--- src/rtl/lsu_pkg.sv ---
`default_nettype none

package lsu_pkg;

  typedef struct packed {
    logic lsu_lb;
    logic lsu_lbu;
    logic lsu_lh;
    logic lsu_lhu;
    logic lsu_lw;
    logic lsu_sb;
    logic lsu_sh;
    logic lsu_sw;
  } lsu_op_type;

  typedef enum logic [2:0] {
    op_load,
    op_store,
    op_jal,
    op_jalr,
    op_branch,
    op_auipc
  } op_kind_type;

  localparam logic [7:0] except_instr_addr_misalign = 8'd0;
  localparam logic [7:0] except_load_addr_misalign  = 8'd4;
  localparam logic [7:0] except_load_access_fault   = 8'd5;
  localparam logic [7:0] except_store_addr_misalign = 8'd6;
  localparam logic [7:0] except_store_access_fault  = 8'd7;

endpackage

`default_nettype wire

--- src/rtl/apb_pkg.sv ---
`default_nettype none

package apb_pkg;

  typedef enum logic [1:0] {
    st_idle,
    st_setup,
    st_access,
    st_resp
  } apb_state_type;

  localparam int apb_addr_w = 32;
  localparam int apb_data_w = 32;
  localparam int apb_strb_w = 4;

endpackage

`default_nettype wire

--- src/rtl/agu.sv ---
`timescale 1ns/1ps
`default_nettype none

module agu import lsu_pkg::*; (
  input  op_kind_type kind,
  input  lsu_op_type  op,
  input  logic [31:0] rdata1,
  input  logic [31:0] imm,
  input  logic [31:0] pc,
  output logic [31:0] address,
  output logic [3:0]  byteenable,
  output logic        exception,
  output logic [7:0]  ecause,
  output logic [31:0] etval
);

  logic misalign;
  logic imem_access;
  logic dmem_access;
  logic pc_relative;

  always_comb begin
    misalign = 1'b0;
    exception = 1'b0;
    ecause = 8'h00;
    etval = 32'h0000_0000;
    byteenable = 4'h0;

    imem_access = (kind == op_jal) || (kind == op_jalr) || (kind == op_branch); // auipc only forms a value
    dmem_access = (kind == op_load) || (kind == op_store);
    pc_relative = (kind == op_jal) || (kind == op_branch) || (kind == op_auipc);

    address = (pc_relative ? pc : rdata1) + imm;
    if (kind == op_jalr) begin
      address[0] = 1'b0;
    end

    if (imem_access) begin
      if (address[0]) misalign = 1'b1; // Targets must sit on a halfword
      else byteenable = 4'hF;
    end

    if (dmem_access) begin
      if (op.lsu_sb || op.lsu_lb || op.lsu_lbu) begin
        byteenable = 4'h1 << address[1:0];
      end
      if (op.lsu_sh || op.lsu_lh || op.lsu_lhu) begin
        case (address[1:0])
          2'd0: byteenable = 4'h3;
          2'd2: byteenable = 4'hC;
          default: misalign = 1'b1;
        endcase
      end
      if (op.lsu_sw || op.lsu_lw) begin
        if (address[1:0] == 2'd0) byteenable = 4'hF;
        else misalign = 1'b1;
      end
    end

    if (misalign) begin
      exception = 1'b1;
      etval = address;
      if (imem_access) ecause = except_instr_addr_misalign;
      else if (kind == op_load) ecause = except_load_addr_misalign;
      else ecause = except_store_addr_misalign;
    end
  end

  // A faulting access never reaches the bus, so no lane may be enabled
  no_lanes_on_exception: assert final (!exception || byteenable == 4'h0);

endmodule

`default_nettype wire

--- src/rtl/lsu_align.sv ---
`timescale 1ns/1ps
`default_nettype none

module lsu_align import lsu_pkg::*, apb_pkg::*; (
  input  lsu_op_type            op,
  input  logic [1:0]            offset,
  input  logic [31:0]           wdata,
  input  logic [apb_data_w-1:0] prdata,
  output logic [apb_data_w-1:0] pwdata,
  output logic [31:0]           load_data
);

  logic [31:0] shifted;

  // Stores copy the value to every lane and the strobes pick the live ones
  always_comb begin
    if (op.lsu_sb) begin
      pwdata = {4{wdata[7:0]}};
    end else if (op.lsu_sh) begin
      pwdata = {2{wdata[15:0]}};
    end else begin
      pwdata = wdata;
    end
  end

  always_comb begin
    shifted = prdata >> {offset, 3'b000}; // Addressed byte moves to lane 0
    load_data = shifted;
    if (op.lsu_lb) begin
      load_data = {{24{shifted[7]}}, shifted[7:0]};
    end
    if (op.lsu_lbu) begin
      load_data = {24'h00_0000, shifted[7:0]};
    end
    if (op.lsu_lh) begin
      load_data = {{16{shifted[15]}}, shifted[15:0]};
    end
    if (op.lsu_lhu) begin
      load_data = {16'h0000, shifted[15:0]};
    end
  end

endmodule

`default_nettype wire

--- src/rtl/apb_timeout.sv ---
`timescale 1ns/1ps
`default_nettype none

module apb_timeout #(
  parameter int timeout_cycles = 16
) (
  input  logic clock,
  input  logic rst,
  input  logic count,
  output logic expired
);

  localparam int cnt_w = $clog2(timeout_cycles + 1);

  logic [cnt_w-1:0] cnt;

  always_ff @(posedge clock) begin
    if (rst || !count) begin
      cnt <= '0;
    end else begin
      cnt <= cnt + 1'b1;
    end
  end

  assign expired = count && (cnt == cnt_w'(timeout_cycles - 1)); // Last allowed wait cycle

  // The FSM must drop count right after expiry or the counter runs past its limit
  cnt_bounded: assert property (@(posedge clock) disable iff (rst)
    cnt <= cnt_w'(timeout_cycles));

endmodule

`default_nettype wire

--- src/rtl/lsu_fsm.sv ---
`timescale 1ns/1ps
`default_nettype none

module lsu_fsm import lsu_pkg::*, apb_pkg::*; #(
  parameter int timeout_cycles = 16
) (
  input  logic                  clock,
  input  logic                  rst,
  input  logic                  req_valid,
  input  op_kind_type           req_kind,
  input  lsu_op_type            req_op,
  input  logic [31:0]           req_rdata1,
  input  logic [31:0]           req_imm,
  input  logic [31:0]           req_pc,
  input  logic [31:0]           req_wdata,
  input  logic [31:0]           address,
  input  logic [3:0]            byteenable,
  input  logic                  agu_exception,
  input  logic [7:0]            agu_ecause,
  input  logic [31:0]           agu_etval,
  input  logic [31:0]           load_data,
  input  logic [apb_data_w-1:0] pwdata_aligned,
  input  logic                  pready,
  input  logic [apb_data_w-1:0] prdata,
  input  logic                  pslverr,
  output logic                  req_ready,
  output op_kind_type           kind_q,
  output lsu_op_type            op_q,
  output logic [31:0]           rdata1_q,
  output logic [31:0]           imm_q,
  output logic [31:0]           pc_q,
  output logic [31:0]           wdata_q,
  output logic                  psel,
  output logic                  penable,
  output logic                  pwrite,
  output logic [apb_addr_w-1:0] paddr,
  output logic [apb_data_w-1:0] pwdata,
  output logic [apb_strb_w-1:0] pstrb,
  output logic [apb_data_w-1:0] prdata_q,
  output logic                  resp_valid,
  output logic [31:0]           resp_address,
  output logic [31:0]           resp_rdata,
  output logic                  resp_exception,
  output logic [7:0]            resp_ecause,
  output logic [31:0]           resp_etval
);

  apb_state_type state;
  apb_state_type state_n;
  logic          pending; // Request registered, AGU result valid this cycle
  logic          out_of_reset;
  logic          fault_q;
  logic          expired;
  logic          is_load;

  assign is_load = kind_q == op_load;
  assign req_ready = (state == st_idle) && !pending && out_of_reset;

  always_comb begin
    state_n = state;
    case (state)
      st_idle: begin
        if (pending) begin
          state_n = (agu_exception || !(is_load || kind_q == op_store)) ? st_resp : st_setup;
        end
      end
      st_setup: state_n = st_access;
      st_access: if (pready || expired) state_n = st_resp;
      default: state_n = st_idle;
    endcase
  end

  always_ff @(posedge clock) begin
    if (rst) begin
      state <= st_idle;
      pending <= 1'b0;
      out_of_reset <= 1'b0;
      fault_q <= 1'b0;
    end else begin
      state <= state_n;
      pending <= req_valid && req_ready;
      out_of_reset <= 1'b1;
      if (req_valid && req_ready) fault_q <= 1'b0;
      else if (state == st_access) fault_q <= pready ? pslverr : expired; // Completion wins over expiry
    end
  end

  always_ff @(posedge clock) begin
    if (req_valid && req_ready) begin
      kind_q <= req_kind;
      op_q <= req_op;
      rdata1_q <= req_rdata1;
      imm_q <= req_imm;
      pc_q <= req_pc;
      wdata_q <= req_wdata;
    end
    if (state == st_access && pready) begin
      prdata_q <= prdata;
    end
  end

  apb_timeout #(
    .timeout_cycles(timeout_cycles)
  ) u_apb_timeout (
    .clock  (clock),
    .rst    (rst),
    .count  (state == st_access),
    .expired(expired)
  );

  assign psel = (state == st_setup) || (state == st_access);
  assign penable = state == st_access;
  assign pwrite = kind_q == op_store;
  assign paddr = {address[apb_addr_w-1:2], 2'b00};
  assign pwdata = pwdata_aligned;
  assign pstrb = pwrite ? byteenable : '0;

  assign resp_valid = state == st_resp;
  assign resp_address = address;
  assign resp_exception = agu_exception || fault_q;
  assign resp_rdata = (is_load && !resp_exception) ? load_data : 32'h0000_0000;
  always_comb begin
    if (fault_q) begin
      resp_ecause = is_load ? except_load_access_fault : except_store_access_fault;
      resp_etval = address;
    end else begin
      resp_ecause = agu_ecause;
      resp_etval = agu_etval;
    end
  end

  penable_needs_psel: assert property (@(posedge clock) disable iff (rst)
    penable |-> psel && $past(psel));
  paddr_held: assert property (@(posedge clock) disable iff (rst) penable |-> $stable(paddr));

endmodule

`default_nettype wire

--- src/rtl/lsu_top.sv ---
`timescale 1ns/1ps
`default_nettype none

module lsu_top import lsu_pkg::*, apb_pkg::*; #(
  parameter int timeout_cycles = 16
) (
  input  logic                  clock,
  input  logic                  rst,
  input  logic                  req_valid,
  input  op_kind_type           req_kind,
  input  lsu_op_type            req_op,
  input  logic [31:0]           req_rdata1,
  input  logic [31:0]           req_imm,
  input  logic [31:0]           req_pc,
  input  logic [31:0]           req_wdata,
  output logic                  req_ready,
  output logic                  resp_valid,
  output logic [31:0]           resp_address,
  output logic [31:0]           resp_rdata,
  output logic                  resp_exception,
  output logic [7:0]            resp_ecause,
  output logic [31:0]           resp_etval,
  output logic                  psel,
  output logic                  penable,
  output logic                  pwrite,
  output logic [apb_addr_w-1:0] paddr,
  output logic [apb_data_w-1:0] pwdata,
  output logic [apb_strb_w-1:0] pstrb,
  input  logic                  pready,
  input  logic [apb_data_w-1:0] prdata,
  input  logic                  pslverr
);

  op_kind_type           kind_q;
  lsu_op_type            op_q;
  logic [31:0]           rdata1_q;
  logic [31:0]           imm_q;
  logic [31:0]           pc_q;
  logic [31:0]           wdata_q;
  logic [31:0]           address;
  logic [3:0]            byteenable;
  logic                  agu_exception;
  logic [7:0]            agu_ecause;
  logic [31:0]           agu_etval;
  logic [31:0]           load_data;
  logic [apb_data_w-1:0] pwdata_aligned;
  logic [apb_data_w-1:0] prdata_q;

  lsu_fsm #(
    .timeout_cycles(timeout_cycles)
  ) u_lsu_fsm (
    .clock(clock), .rst(rst),
    .req_valid(req_valid), .req_kind(req_kind), .req_op(req_op),
    .req_rdata1(req_rdata1), .req_imm(req_imm), .req_pc(req_pc), .req_wdata(req_wdata),
    .address(address), .byteenable(byteenable), .agu_exception(agu_exception),
    .agu_ecause(agu_ecause), .agu_etval(agu_etval),
    .load_data(load_data), .pwdata_aligned(pwdata_aligned),
    .pready(pready), .prdata(prdata), .pslverr(pslverr),
    .req_ready(req_ready),
    .kind_q(kind_q), .op_q(op_q), .rdata1_q(rdata1_q), .imm_q(imm_q),
    .pc_q(pc_q), .wdata_q(wdata_q),
    .psel(psel), .penable(penable), .pwrite(pwrite), .paddr(paddr),
    .pwdata(pwdata), .pstrb(pstrb), .prdata_q(prdata_q),
    .resp_valid(resp_valid), .resp_address(resp_address), .resp_rdata(resp_rdata),
    .resp_exception(resp_exception), .resp_ecause(resp_ecause), .resp_etval(resp_etval)
  );

  agu u_agu (
    .kind(kind_q), .op(op_q), .rdata1(rdata1_q), .imm(imm_q), .pc(pc_q),
    .address(address), .byteenable(byteenable), .exception(agu_exception),
    .ecause(agu_ecause), .etval(agu_etval)
  );

  lsu_align u_lsu_align (
    .op(op_q), .offset(address[1:0]), .wdata(wdata_q), .prdata(prdata_q),
    .pwdata(pwdata_aligned), .load_data(load_data)
  );

endmodule

`default_nettype wire

--- config.mk ---
export PLATFORM = sky130hd
export DESIGN_NAME = lsu_top
export DESIGN_NICKNAME = d
export VERILOG_FILES = /design/src/rtl/lsu_pkg.sv /design/src/rtl/apb_pkg.sv /design/src/rtl/agu.sv /design/src/rtl/lsu_align.sv /design/src/rtl/apb_timeout.sv /design/src/rtl/lsu_fsm.sv /design/src/rtl/lsu_top.sv
export SDC_FILE = /design/constraint.sdc
export NUM_CORES = 1
export LEC_CHECK = 0
export ABC_AREA = 1
export ABC_CLOCK_PERIOD_IN_PS = 5300
export BUFFER_PORTS_ARGS = -buffer_cell sky130_fd_sc_hd__buf_2
export CORE_AREA = 10 10 199 201
export CTS_CLUSTER_SIZE = 12
export DETAILED_ROUTE_END_ITERATION = 7
export DIE_AREA = 0 0 209 211
export GPL_ROUTABILITY_DRIVEN = 1
export SLEW_MARGIN = 20
export SYNTH_ARGS = -nofsm -noshare
export SYNTH_HDL_FRONTEND = slang
export SYNTH_SLANG_ARGS = --single-unit
export TNS_END_PERCENT = 20
--- constraint.sdc ---
create_clock -name clock -period 5.3 [get_ports clock]
set_input_delay 0.265 -clock clock [delete_from_list [all_inputs] [get_ports clock]]
set_output_delay 0.265 -clock clock [all_outputs]
set_load 0.01 [all_outputs]
==> results.sh, run 1 <==
export IMPL_maxCapViolCount=0
export IMPL_drv_slew=0
export IMPL_r2r_start="u_lsu_fsm.kind_q[2]$_DFFE_PP_"
export IMPL_cts_sinks=181
export IMPL_ant_nets=0
export IMPL_share_seq_of_total_power_pct=30.2
export IMPL_ys_types=40
export IMPL_fin_worst_skew_ns=0.01930
export IMPL_hold_class="primary input to flip-flop"
export IMPL_wl_um=36630
export IMPL_ys_warn_count=0
export IMPL_ys_seq_elements=181
export IMPL_via_per_inst=4.478
export IMPL_coreArea_sq_um=35400
export IMPL_cp_startpoint="u_lsu_fsm.kind_q[2]$_DFFE_PP_"
export IMPL_p_comb_share_pct=48.7
export IMPL_reg2reg_slack_ns=1.69
export IMPL_cp_slowest_stage_delay_ns=0.53
export IMPL_cts_tree="yes"
export IMPL_p_int_mw=3.586
export IMPL_synth_edf_count=171
export IMPL_power_switching_share_pct=42.56
export IMPL_worst_pin_slew_ns=0.9305
export IMPL_rsz0062_at_grt="no"
export IMPL_status="finished, final reports clean"
export IMPL_synth_flop_cell="edfxtp_1"
export IMPL_netlist_top_cells_count="359 x nand2_1, 198 x inv_1, 171 x edfxtp_1"
export IMPL_worst_r2r_endpoint="u_lsu_fsm.state[1]$_SDFFE_PP0P_"
export IMPL_dieArea_sq_um=44100
export IMPL_endpoint="resp_etval[19]"
export IMPL_synth_yosys_seq_area_share_pct=50.51
export IMPL_arrival_ns=4.60
export IMPL_initial_core_util_pct=29.84
export IMPL_critical_path_slowest_cell="fa_1"
export IMPL_power_density_nw_per_um2=422.1
export IMPL_timing_slew_headroom_pct=37.97
export IMPL_layout_nets=1903
export IMPL_post_cts_buffers=0
export IMPL_final_hold_viol_count=0
export IMPL_clk_pin_slew_ns=0.08
export IMPL_top_usage_layer="met2"
export IMPL_irDropWorstVdd_mv=0.2940
export IMPL_worstRegToRegCells=15
export IMPL_synth_top_area_share_pct=48.61
export IMPL_drtIter0Drc=618
export IMPL_worst_setup_path_start_kind="flip-flop"
export IMPL_wl_per_cell_um=16.93
export IMPL_dr_total_vias=9690
export IMPL_grt_pass1_vias=10222
export IMPL_grt_max_degree=99
export IMPL_final_util_pct=41.79
export IMPL_cts_root_buf="clkbuf_16"
export IMPL_ys_async_sr_fraction_pct=0
export IMPL_met1_usage_pct=17.78
export IMPL_p_sw_mw=2.657
export IMPL_setup_viol=0
export IMPL_synth_cells=1212
export IMPL_fin_crit_ns=4.860
export IMPL_fin_setup_tns_ns=0
export IMPL_syn_mean_instance_area_sq_um=8.715
export IMPL_firstDrtPassIters=5
export IMPL_grt_use_met3_pct=5.825
export IMPL_crit_fanout=36
export IMPL_drive_gt1_share_pct=26.43
export IMPL_htreeDepth=4
export IMPL_die_w_um=209
export IMPL_dp_hpwl_um=28130
export IMPL_numCtsBuffers=17
export IMPL_cp_top_family="simple AND/OR/NAND/NOR gates"
export IMPL_synth_top_cell_by_area="edfxtp_1"
export IMPL_row_count=69
export IMPL_yosysMostFrequentCell="nand2_1"
export IMPL_clk_latency_ns=0.46
export IMPL_p_leak_nw=7.244
export IMPL_syn_cell_area_sq_um=10560
export IMPL_period_share_pct=91.71
export IMPL_whs_ns=0.007110
export IMPL_use_met2_pct=29.05
export IMPL_crit_chain="nor2_2 -> inv_2 -> nand2_4 -> mux2_2 -> ha_1 -> fa_1 -> buf_4 -> inv_2 -> nand2_2 -> nand2_2 -> nand2_2 -> nand2_4 -> nand3_2 -> buf_4 -> inv_2 -> nor2_1 -> buf_2"
export IMPL_worstPathRequired_ns=5.04
export IMPL_fin_ws_ns=0.4396
export IMPL_ys_top_cells_by_area="edfxtp_1 49%, nand2_1 13%, inv_1 7.0%"
export IMPL_die_y_um=211
export IMPL_max_clock_path_buffers=2
export IMPL_crit_cells=17
export IMPL_dp_slack_ns=0.8049
export IMPL_track_usage_pct=16.43
export IMPL_antenna_found_initial=6
export IMPL_crit_path_end_kind="output pin"
export IMPL_crit_buf_inv=6
export IMPL_grt_overflow_total=0
export IMPL_drc=0
export IMPL_gp_congestion=0.9004
export IMPL_timing_fmax_mhz=205.7
export IMPL_grt_pass1_wl_um=56700
export IMPL_boundaryPins=354
export IMPL_total_power_mw=6.243
export IMPL_clockPowerShare_pct=21.0
export IMPL_syn_to_final_growth_pct=40.04
export IMPL_critical_path_class="flip-flop to output pin"
export IMPL_io_buffers=346
[metrics by stage]
step,area [sq um],instances
floorplan,10590,1218
global placement,12480,1960
detailed placement,12480,1960
CTS,14780,2160
global route,14790,2162
finish,14790,2164
[worst min-delay path by stage]
| stage | start | end | slack, ns | cells after the start |
|---|---|---|---|---|
| 2_1_floorplan | rst | u_lsu_fsm.state[0]$_SDFFE_PP0P_ | 0.33 | 1 |
| 3_3_place_gp | u_lsu_fsm.u_apb_timeout.cnt[0]$_SDFF_PP0_ | u_lsu_fsm.u_apb_timeout.cnt[0]$_SDFF_PP0_ | 0.43 | 1 |
| 3_5_place_dp | req_wdata[4] | u_lsu_fsm.wdata_q[4]$_DFFE_PP_ | 0.44 | 1 |
| 4_1_cts | req_pc[14] | u_lsu_fsm.pc_q[14]$_DFFE_PP_ | 0.0003 | 1 |
| 5_1_grt | req_pc[14] | u_lsu_fsm.pc_q[14]$_DFFE_PP_ | 0.007 | 1 |
| 6_report | req_pc[14] | u_lsu_fsm.pc_q[14]$_DFFE_PP_ | 0.007 | 1 |
[power groups by stage]
stage / clock network, mW / registers (mW) / logic (mW)
floorplan: 0 / 1.89 / 2.05
global placement: 0 / 1.91 / 2.95
detailed placement: 0 / 1.92 / 2.95
CTS: 1.35 / 1.89 / 3.07
global route: 1.41 / 1.91 / 3.41
finish: 1.31 / 1.89 / 3.04
[cell type report]
| type | instances | area, sq um |
|---|---|---|
| well taps | 461 | 576.8 |
| clock buffers | 21 | 493.0 |
| clock inverters | 11 | 123.9 |
| repair buffers | 519 | 3451 |
| fillers | 3472 | 20600 |
| diodes | 4 | 10.01 |
| multi-input cells | 761 | 4024 |
| inverters | 206 | 778.2 |
| flip-flops and latches | 181 | 5335 |
[what timing repair did]
item / in CTS / in global routing
endpoints found under the setup margin: 0 / 17
resized for setup: 0 / 2
endpoints found under the hold margin: 168 / 0
hold buffers: 168 / 0
[cell families after synthesis]
kind of cell	after synthesis	synth area share, %
simple gates	551	21.78
compound gates	109	5.745
other cells	1	0.03550
buf+inv	276	11.68
flops	181	50.51
xor+xnor	14	1.161
fa+ha+maj	41	4.928
mux	39	4.158
[sequential cells by signal, summed over array words and instances, names as in the netlist, 2 cells and up]
register / count
u_lsu_fsm.imm_q: 32
u_lsu_fsm.pc_q: 32
u_lsu_fsm.prdata_q: 32
u_lsu_fsm.rdata1_q: 32
u_lsu_fsm.wdata_q: 32
u_lsu_fsm.op_q: 8
u_lsu_fsm.u_apb_timeout.cnt: 5
u_lsu_fsm.kind_q: 3
u_lsu_fsm.state: 2
[worst register-to-register path, stage by stage (launching register included)]
cell and delay [ns]:
edfxtp_1 0.44, nor2_2 0.25, inv_2 0.11, nand2_4 0.23, mux2_2 0.38, ha_1 0.24, fa_1 0.53, buf_4 0.35
inv_2 0.15, nand2_2 0.36, nand2_2 0.12, nand3_1 0.13, nand2_1 0.06, nand2_1 0.06, nand2_1 0.05, a21oi_1 0.10
[layer usage]
layer	vias up	wire length, um
li1	4818	-
met1	4462	14260
met2	360	18260
met3	44	3190
met4	6	901
met5	-	28
[cell usage in the layout, fill, tap and decap left out, types with 3 or more instances in the layout]
cell / synthesis / final
nor2_1: 88 / 88
clkbuf_16: 0 / 19
buf_2: 8 / 346
nand2_2: 6 / 6
dlygate4sd3_1: 0 / 168
o21ai_1: 13 / 14
diode_2: 0 / 4
nand3b_1: 10 / 10
inv_1: 198 / 197
nor3_1: 10 / 10
mux2_2: 39 / 39
o221ai_1: 7 / 7
a31oi_1: 4 / 4
xor2_1: 12 / 12
nand4_1: 7 / 7
clkinv_8: 0 / 3
o211ai_1: 7 / 7
nand3_1: 50 / 50
buf_4: 48 / 5
o21ai_0: 33 / 32
a21oi_1: 40 / 40
inv_2: 6 / 6
nand2_1: 359 / 358
inv_6: 0 / 4
or2_2: 8 / 8
dfxtp_1: 10 / 10
edfxtp_1: 171 / 171
conb_1: 1 / 7
and2_1: 5 / 5
ha_1: 40 / 40
inv_8: 0 / 3
(Power assumes the default switching activity.)
==> inputs of run 2 (changes only) <==
--- a/config.mk
+++ b/config.mk
@@ -9,10 +9,11 @@
 export ABC_CLOCK_PERIOD_IN_PS = 5300
 export BUFFER_PORTS_ARGS = -buffer_cell sky130_fd_sc_hd__buf_2
 export CORE_AREA = 10 10 199 201
-export CTS_CLUSTER_SIZE = 12
+export CTS_BUF_LIST = sky130_fd_sc_hd__clkbuf_4 sky130_fd_sc_hd__clkbuf_8
 export DETAILED_ROUTE_END_ITERATION = 7
 export DIE_AREA = 0 0 209 211
 export GPL_ROUTABILITY_DRIVEN = 1
+export RECOVER_POWER = 25
 export SLEW_MARGIN = 20
 export SYNTH_ARGS = -nofsm -noshare
 export SYNTH_HDL_FRONTEND = slang
==> run 2 against run 1 <==
Against the previous run:
- the flow now finishes with violations (DRC)
- utilization shrank 0.42 points
- sequential power is essentially flat
- clock skew shrank 0.0035 ns
- final cell count grew 0.14%
- first-iteration DRC count grew 7.0%
- critical path depth is the same
- critical endpoint unchanged
- highest routed layer unchanged
==> results.sh, run 2 (synthesis results as in run 1) <==
export IMPL_rsz0062_at_grt="no"
export IMPL_grt_pass1_vias=10192
export IMPL_antenna_found_initial=5
export IMPL_top_layer_used="met5"
export IMPL_row_count=69
export IMPL_fin_setup_tns_ns=0
export IMPL_setup_viol=0
export IMPL_timing_fmax_mhz=209.2
export IMPL_syn_to_final_growth_pct=38.62
export IMPL_cp_slowest_stage_delay_ns=0.53
export IMPL_status="complete, but fails checks"
export IMPL_track_usage_pct=16.33
export IMPL_layout_nets=1907
export IMPL_p_sw_mw=2.608
export IMPL_place_inst=1960
export IMPL_fin_worst_skew_ns=0.01583
export IMPL_maxCapViolCount=0
export IMPL_reg2reg_slack_ns=1.81
export IMPL_coreArea_sq_um=35400
export IMPL_grt_overflow_total=0
export IMPL_wl_met3_um=3365
export IMPL_max_clock_path_buffers=2
export IMPL_cts_tree="yes"
export IMPL_clockPowerShare_pct=17.3
export IMPL_whs_ns=0.1571
export IMPL_clk_latency_ns=0.49
export IMPL_drtIter0Drc=661
export IMPL_htreeDepth=4
export IMPL_crit_chain="nor2_2 -> inv_2 -> nand2_4 -> mux2_2 -> ha_1 -> fa_1 -> buf_4 -> inv_2 -> nand2_4 -> nand2_2 -> nand2_2 -> nand2_4 -> nand3_2 -> buf_4 -> inv_2 -> nor2_1 -> buf_2"
export IMPL_layout_common_cells="358 x nand2_1, 334 x buf_2, 197 x inv_1"
export IMPL_ant_nets=0
export IMPL_drc=4
export IMPL_fin_crit_ns=4.779
export IMPL_boundaryPins=354
export IMPL_critical_path_slowest_cell="fa_1"
export IMPL_hold_class="primary input to flip-flop"
export IMPL_drive_gt1_share_pct=25.72
export IMPL_violations="DRC"
export IMPL_crit_path_end_kind="output pin"
export IMPL_clk_pin_slew_ns=0.11
export IMPL_dr_total_vias=9725
export IMPL_firstDrtPassIters=8
export IMPL_power_switching_share_pct=43.74
export IMPL_layout_commonest_cell="nand2_1"
export IMPL_total_power_mw=5.961
export IMPL_timing_slew_headroom_pct=36.72
export IMPL_io_buffers=346
export IMPL_critical_path_class="flip-flop to output pin"
export IMPL_irDropWorstVdd_mv=0.3117
export IMPL_initial_core_util_pct=29.84
export IMPL_die_y_um=211
export IMPL_design_area_sq_um=14640
export IMPL_arrival_ns=4.51
export IMPL_grt_max_degree=99
export IMPL_wl_um=36460
export IMPL_dieArea_sq_um=44100
export IMPL_drt_met1_wl_um=14030
export IMPL_cts_sinks=181
export IMPL_period_share_pct=90.18
export IMPL_power_density_nw_per_um2=407.1
export IMPL_via_per_inst=4.488
export IMPL_worst_setup_path_start_kind="flip-flop"
export IMPL_n_fill_cell=3500
export IMPL_wl_per_cell_um=16.83
export IMPL_p_int_mw=3.353
export IMPL_die_w_um=209
export IMPL_drv_slew=0
export IMPL_grt_pass1_wl_um=56360
export IMPL_crit_fanout=36
export IMPL_wl_met2_um=18150
export IMPL_place_area_sq_um=12480
export IMPL_p_leak_nw=7.151
export IMPL_cts_root_buf="clkbuf_8"
export IMPL_gp_congestion=0.9004
export IMPL_worstPathRequired_ns=5.04
export IMPL_share_seq_of_total_power_pct=31.6
export IMPL_dp_hpwl_um=28130
export IMPL_final_hold_viol_count=0
export IMPL_post_cts_buffers=0
export IMPL_worst_pin_slew_ns=0.9492
export IMPL_p_comb_share_pct=51.1
export IMPL_fin_cells=2167
export IMPL_numCtsBuffers=17
run 2: cell types whose count changed in the layout (fill, tap and decap cells not counted), sizes merged:
cell	before	now
buf	351	339
diode	4	3
clkbuf	21	31
bufinv	0	2
dlygate4sd3	168	172
run 2: stage by stage:
| step | worst slack (ns) | util (%) |
|---|---|---|
| after floorplan | 1.006 | - |
| after global placement | 0.9690 | 35.25 |
| after detailed placement | 0.8049 | 35.25 |
| after CTS | 0.2028 | 41.36 |
| after global routing | 0.09246 | 41.36 |
| final | 0.5205 | 41.36 |
run 2: power by group through the flow:
stage | Combinational (mW) | Clock (mW) | Sequential (mW)
after floorplan | 2.05 | 0 | 1.89
after global placement | 2.95 | 0 | 1.91
after detailed placement | 2.95 | 0 | 1.92
after CTS | 3.07 | 1.08 | 1.88
after global routing | 3.42 | 1.13 | 1.90
final | 3.04 | 1.03 | 1.88
run 2: repair_timing:
action,4_1_cts,5_1_grt
hold buffers,172,0
gates resized for setup,0,3
hold endpoints to repair,176,0
setup endpoints to repair,0,27
run 2: final timing paths:
kind | depth (start not counted) | from | to
worst max register to register | 15 | u_lsu_fsm.kind_q[2]$_DFFE_PP_ | u_lsu_fsm.state[1]$_SDFFE_PP0P_
worst min-delay path | 3 | req_valid | u_lsu_fsm.pending$_SDFF_PP0_
worst min register to register | 1 | u_lsu_fsm.u_apb_timeout.cnt[0]$_SDFF_PP0_ | u_lsu_fsm.u_apb_timeout.cnt[0]$_SDFF_PP0_
worst max-delay path | 17 | u_lsu_fsm.kind_q[2]$_DFFE_PP_ | resp_etval[19]
run 2: routing by layer:
metal	vias up	GRT usage (%)
met2	388	28.73
li1	4819	-
met1	4465	17.71
met5	-	0
met3	47	6.106
met4	6	5.656
run 2: layout make-up:
type | instances | area, sq um | share of cell area [%]
Sequential cell | 181 | 5335 | 36.44
Clock buffer | 19 | 255.2 | 1.743
Multi-Input combinational cell | 761 | 4029 | 27.52
Clock inverter | 13 | 183.9 | 1.256
Antenna cell | 3 | 7.507 | 0.05127
Timing Repair Buffer | 523 | 3476 | 23.74
Tap cell | 461 | 576.8 | 3.940
Inverter | 206 | 778.2 | 5.315
run 2: critical path, delay by kind of cell (launching register included):
| kind | cells | cell delay [ns] |
|---|---|---|
| buffers and inverters | 6 | 1.20 |
| adder cells (fa/ha/maj) | 2 | 0.77 |
| multiplexers | 1 | 0.37 |
| AND/OR/NAND/NOR | 8 | 1.18 |
| flip-flops | 1 | 0.46 |
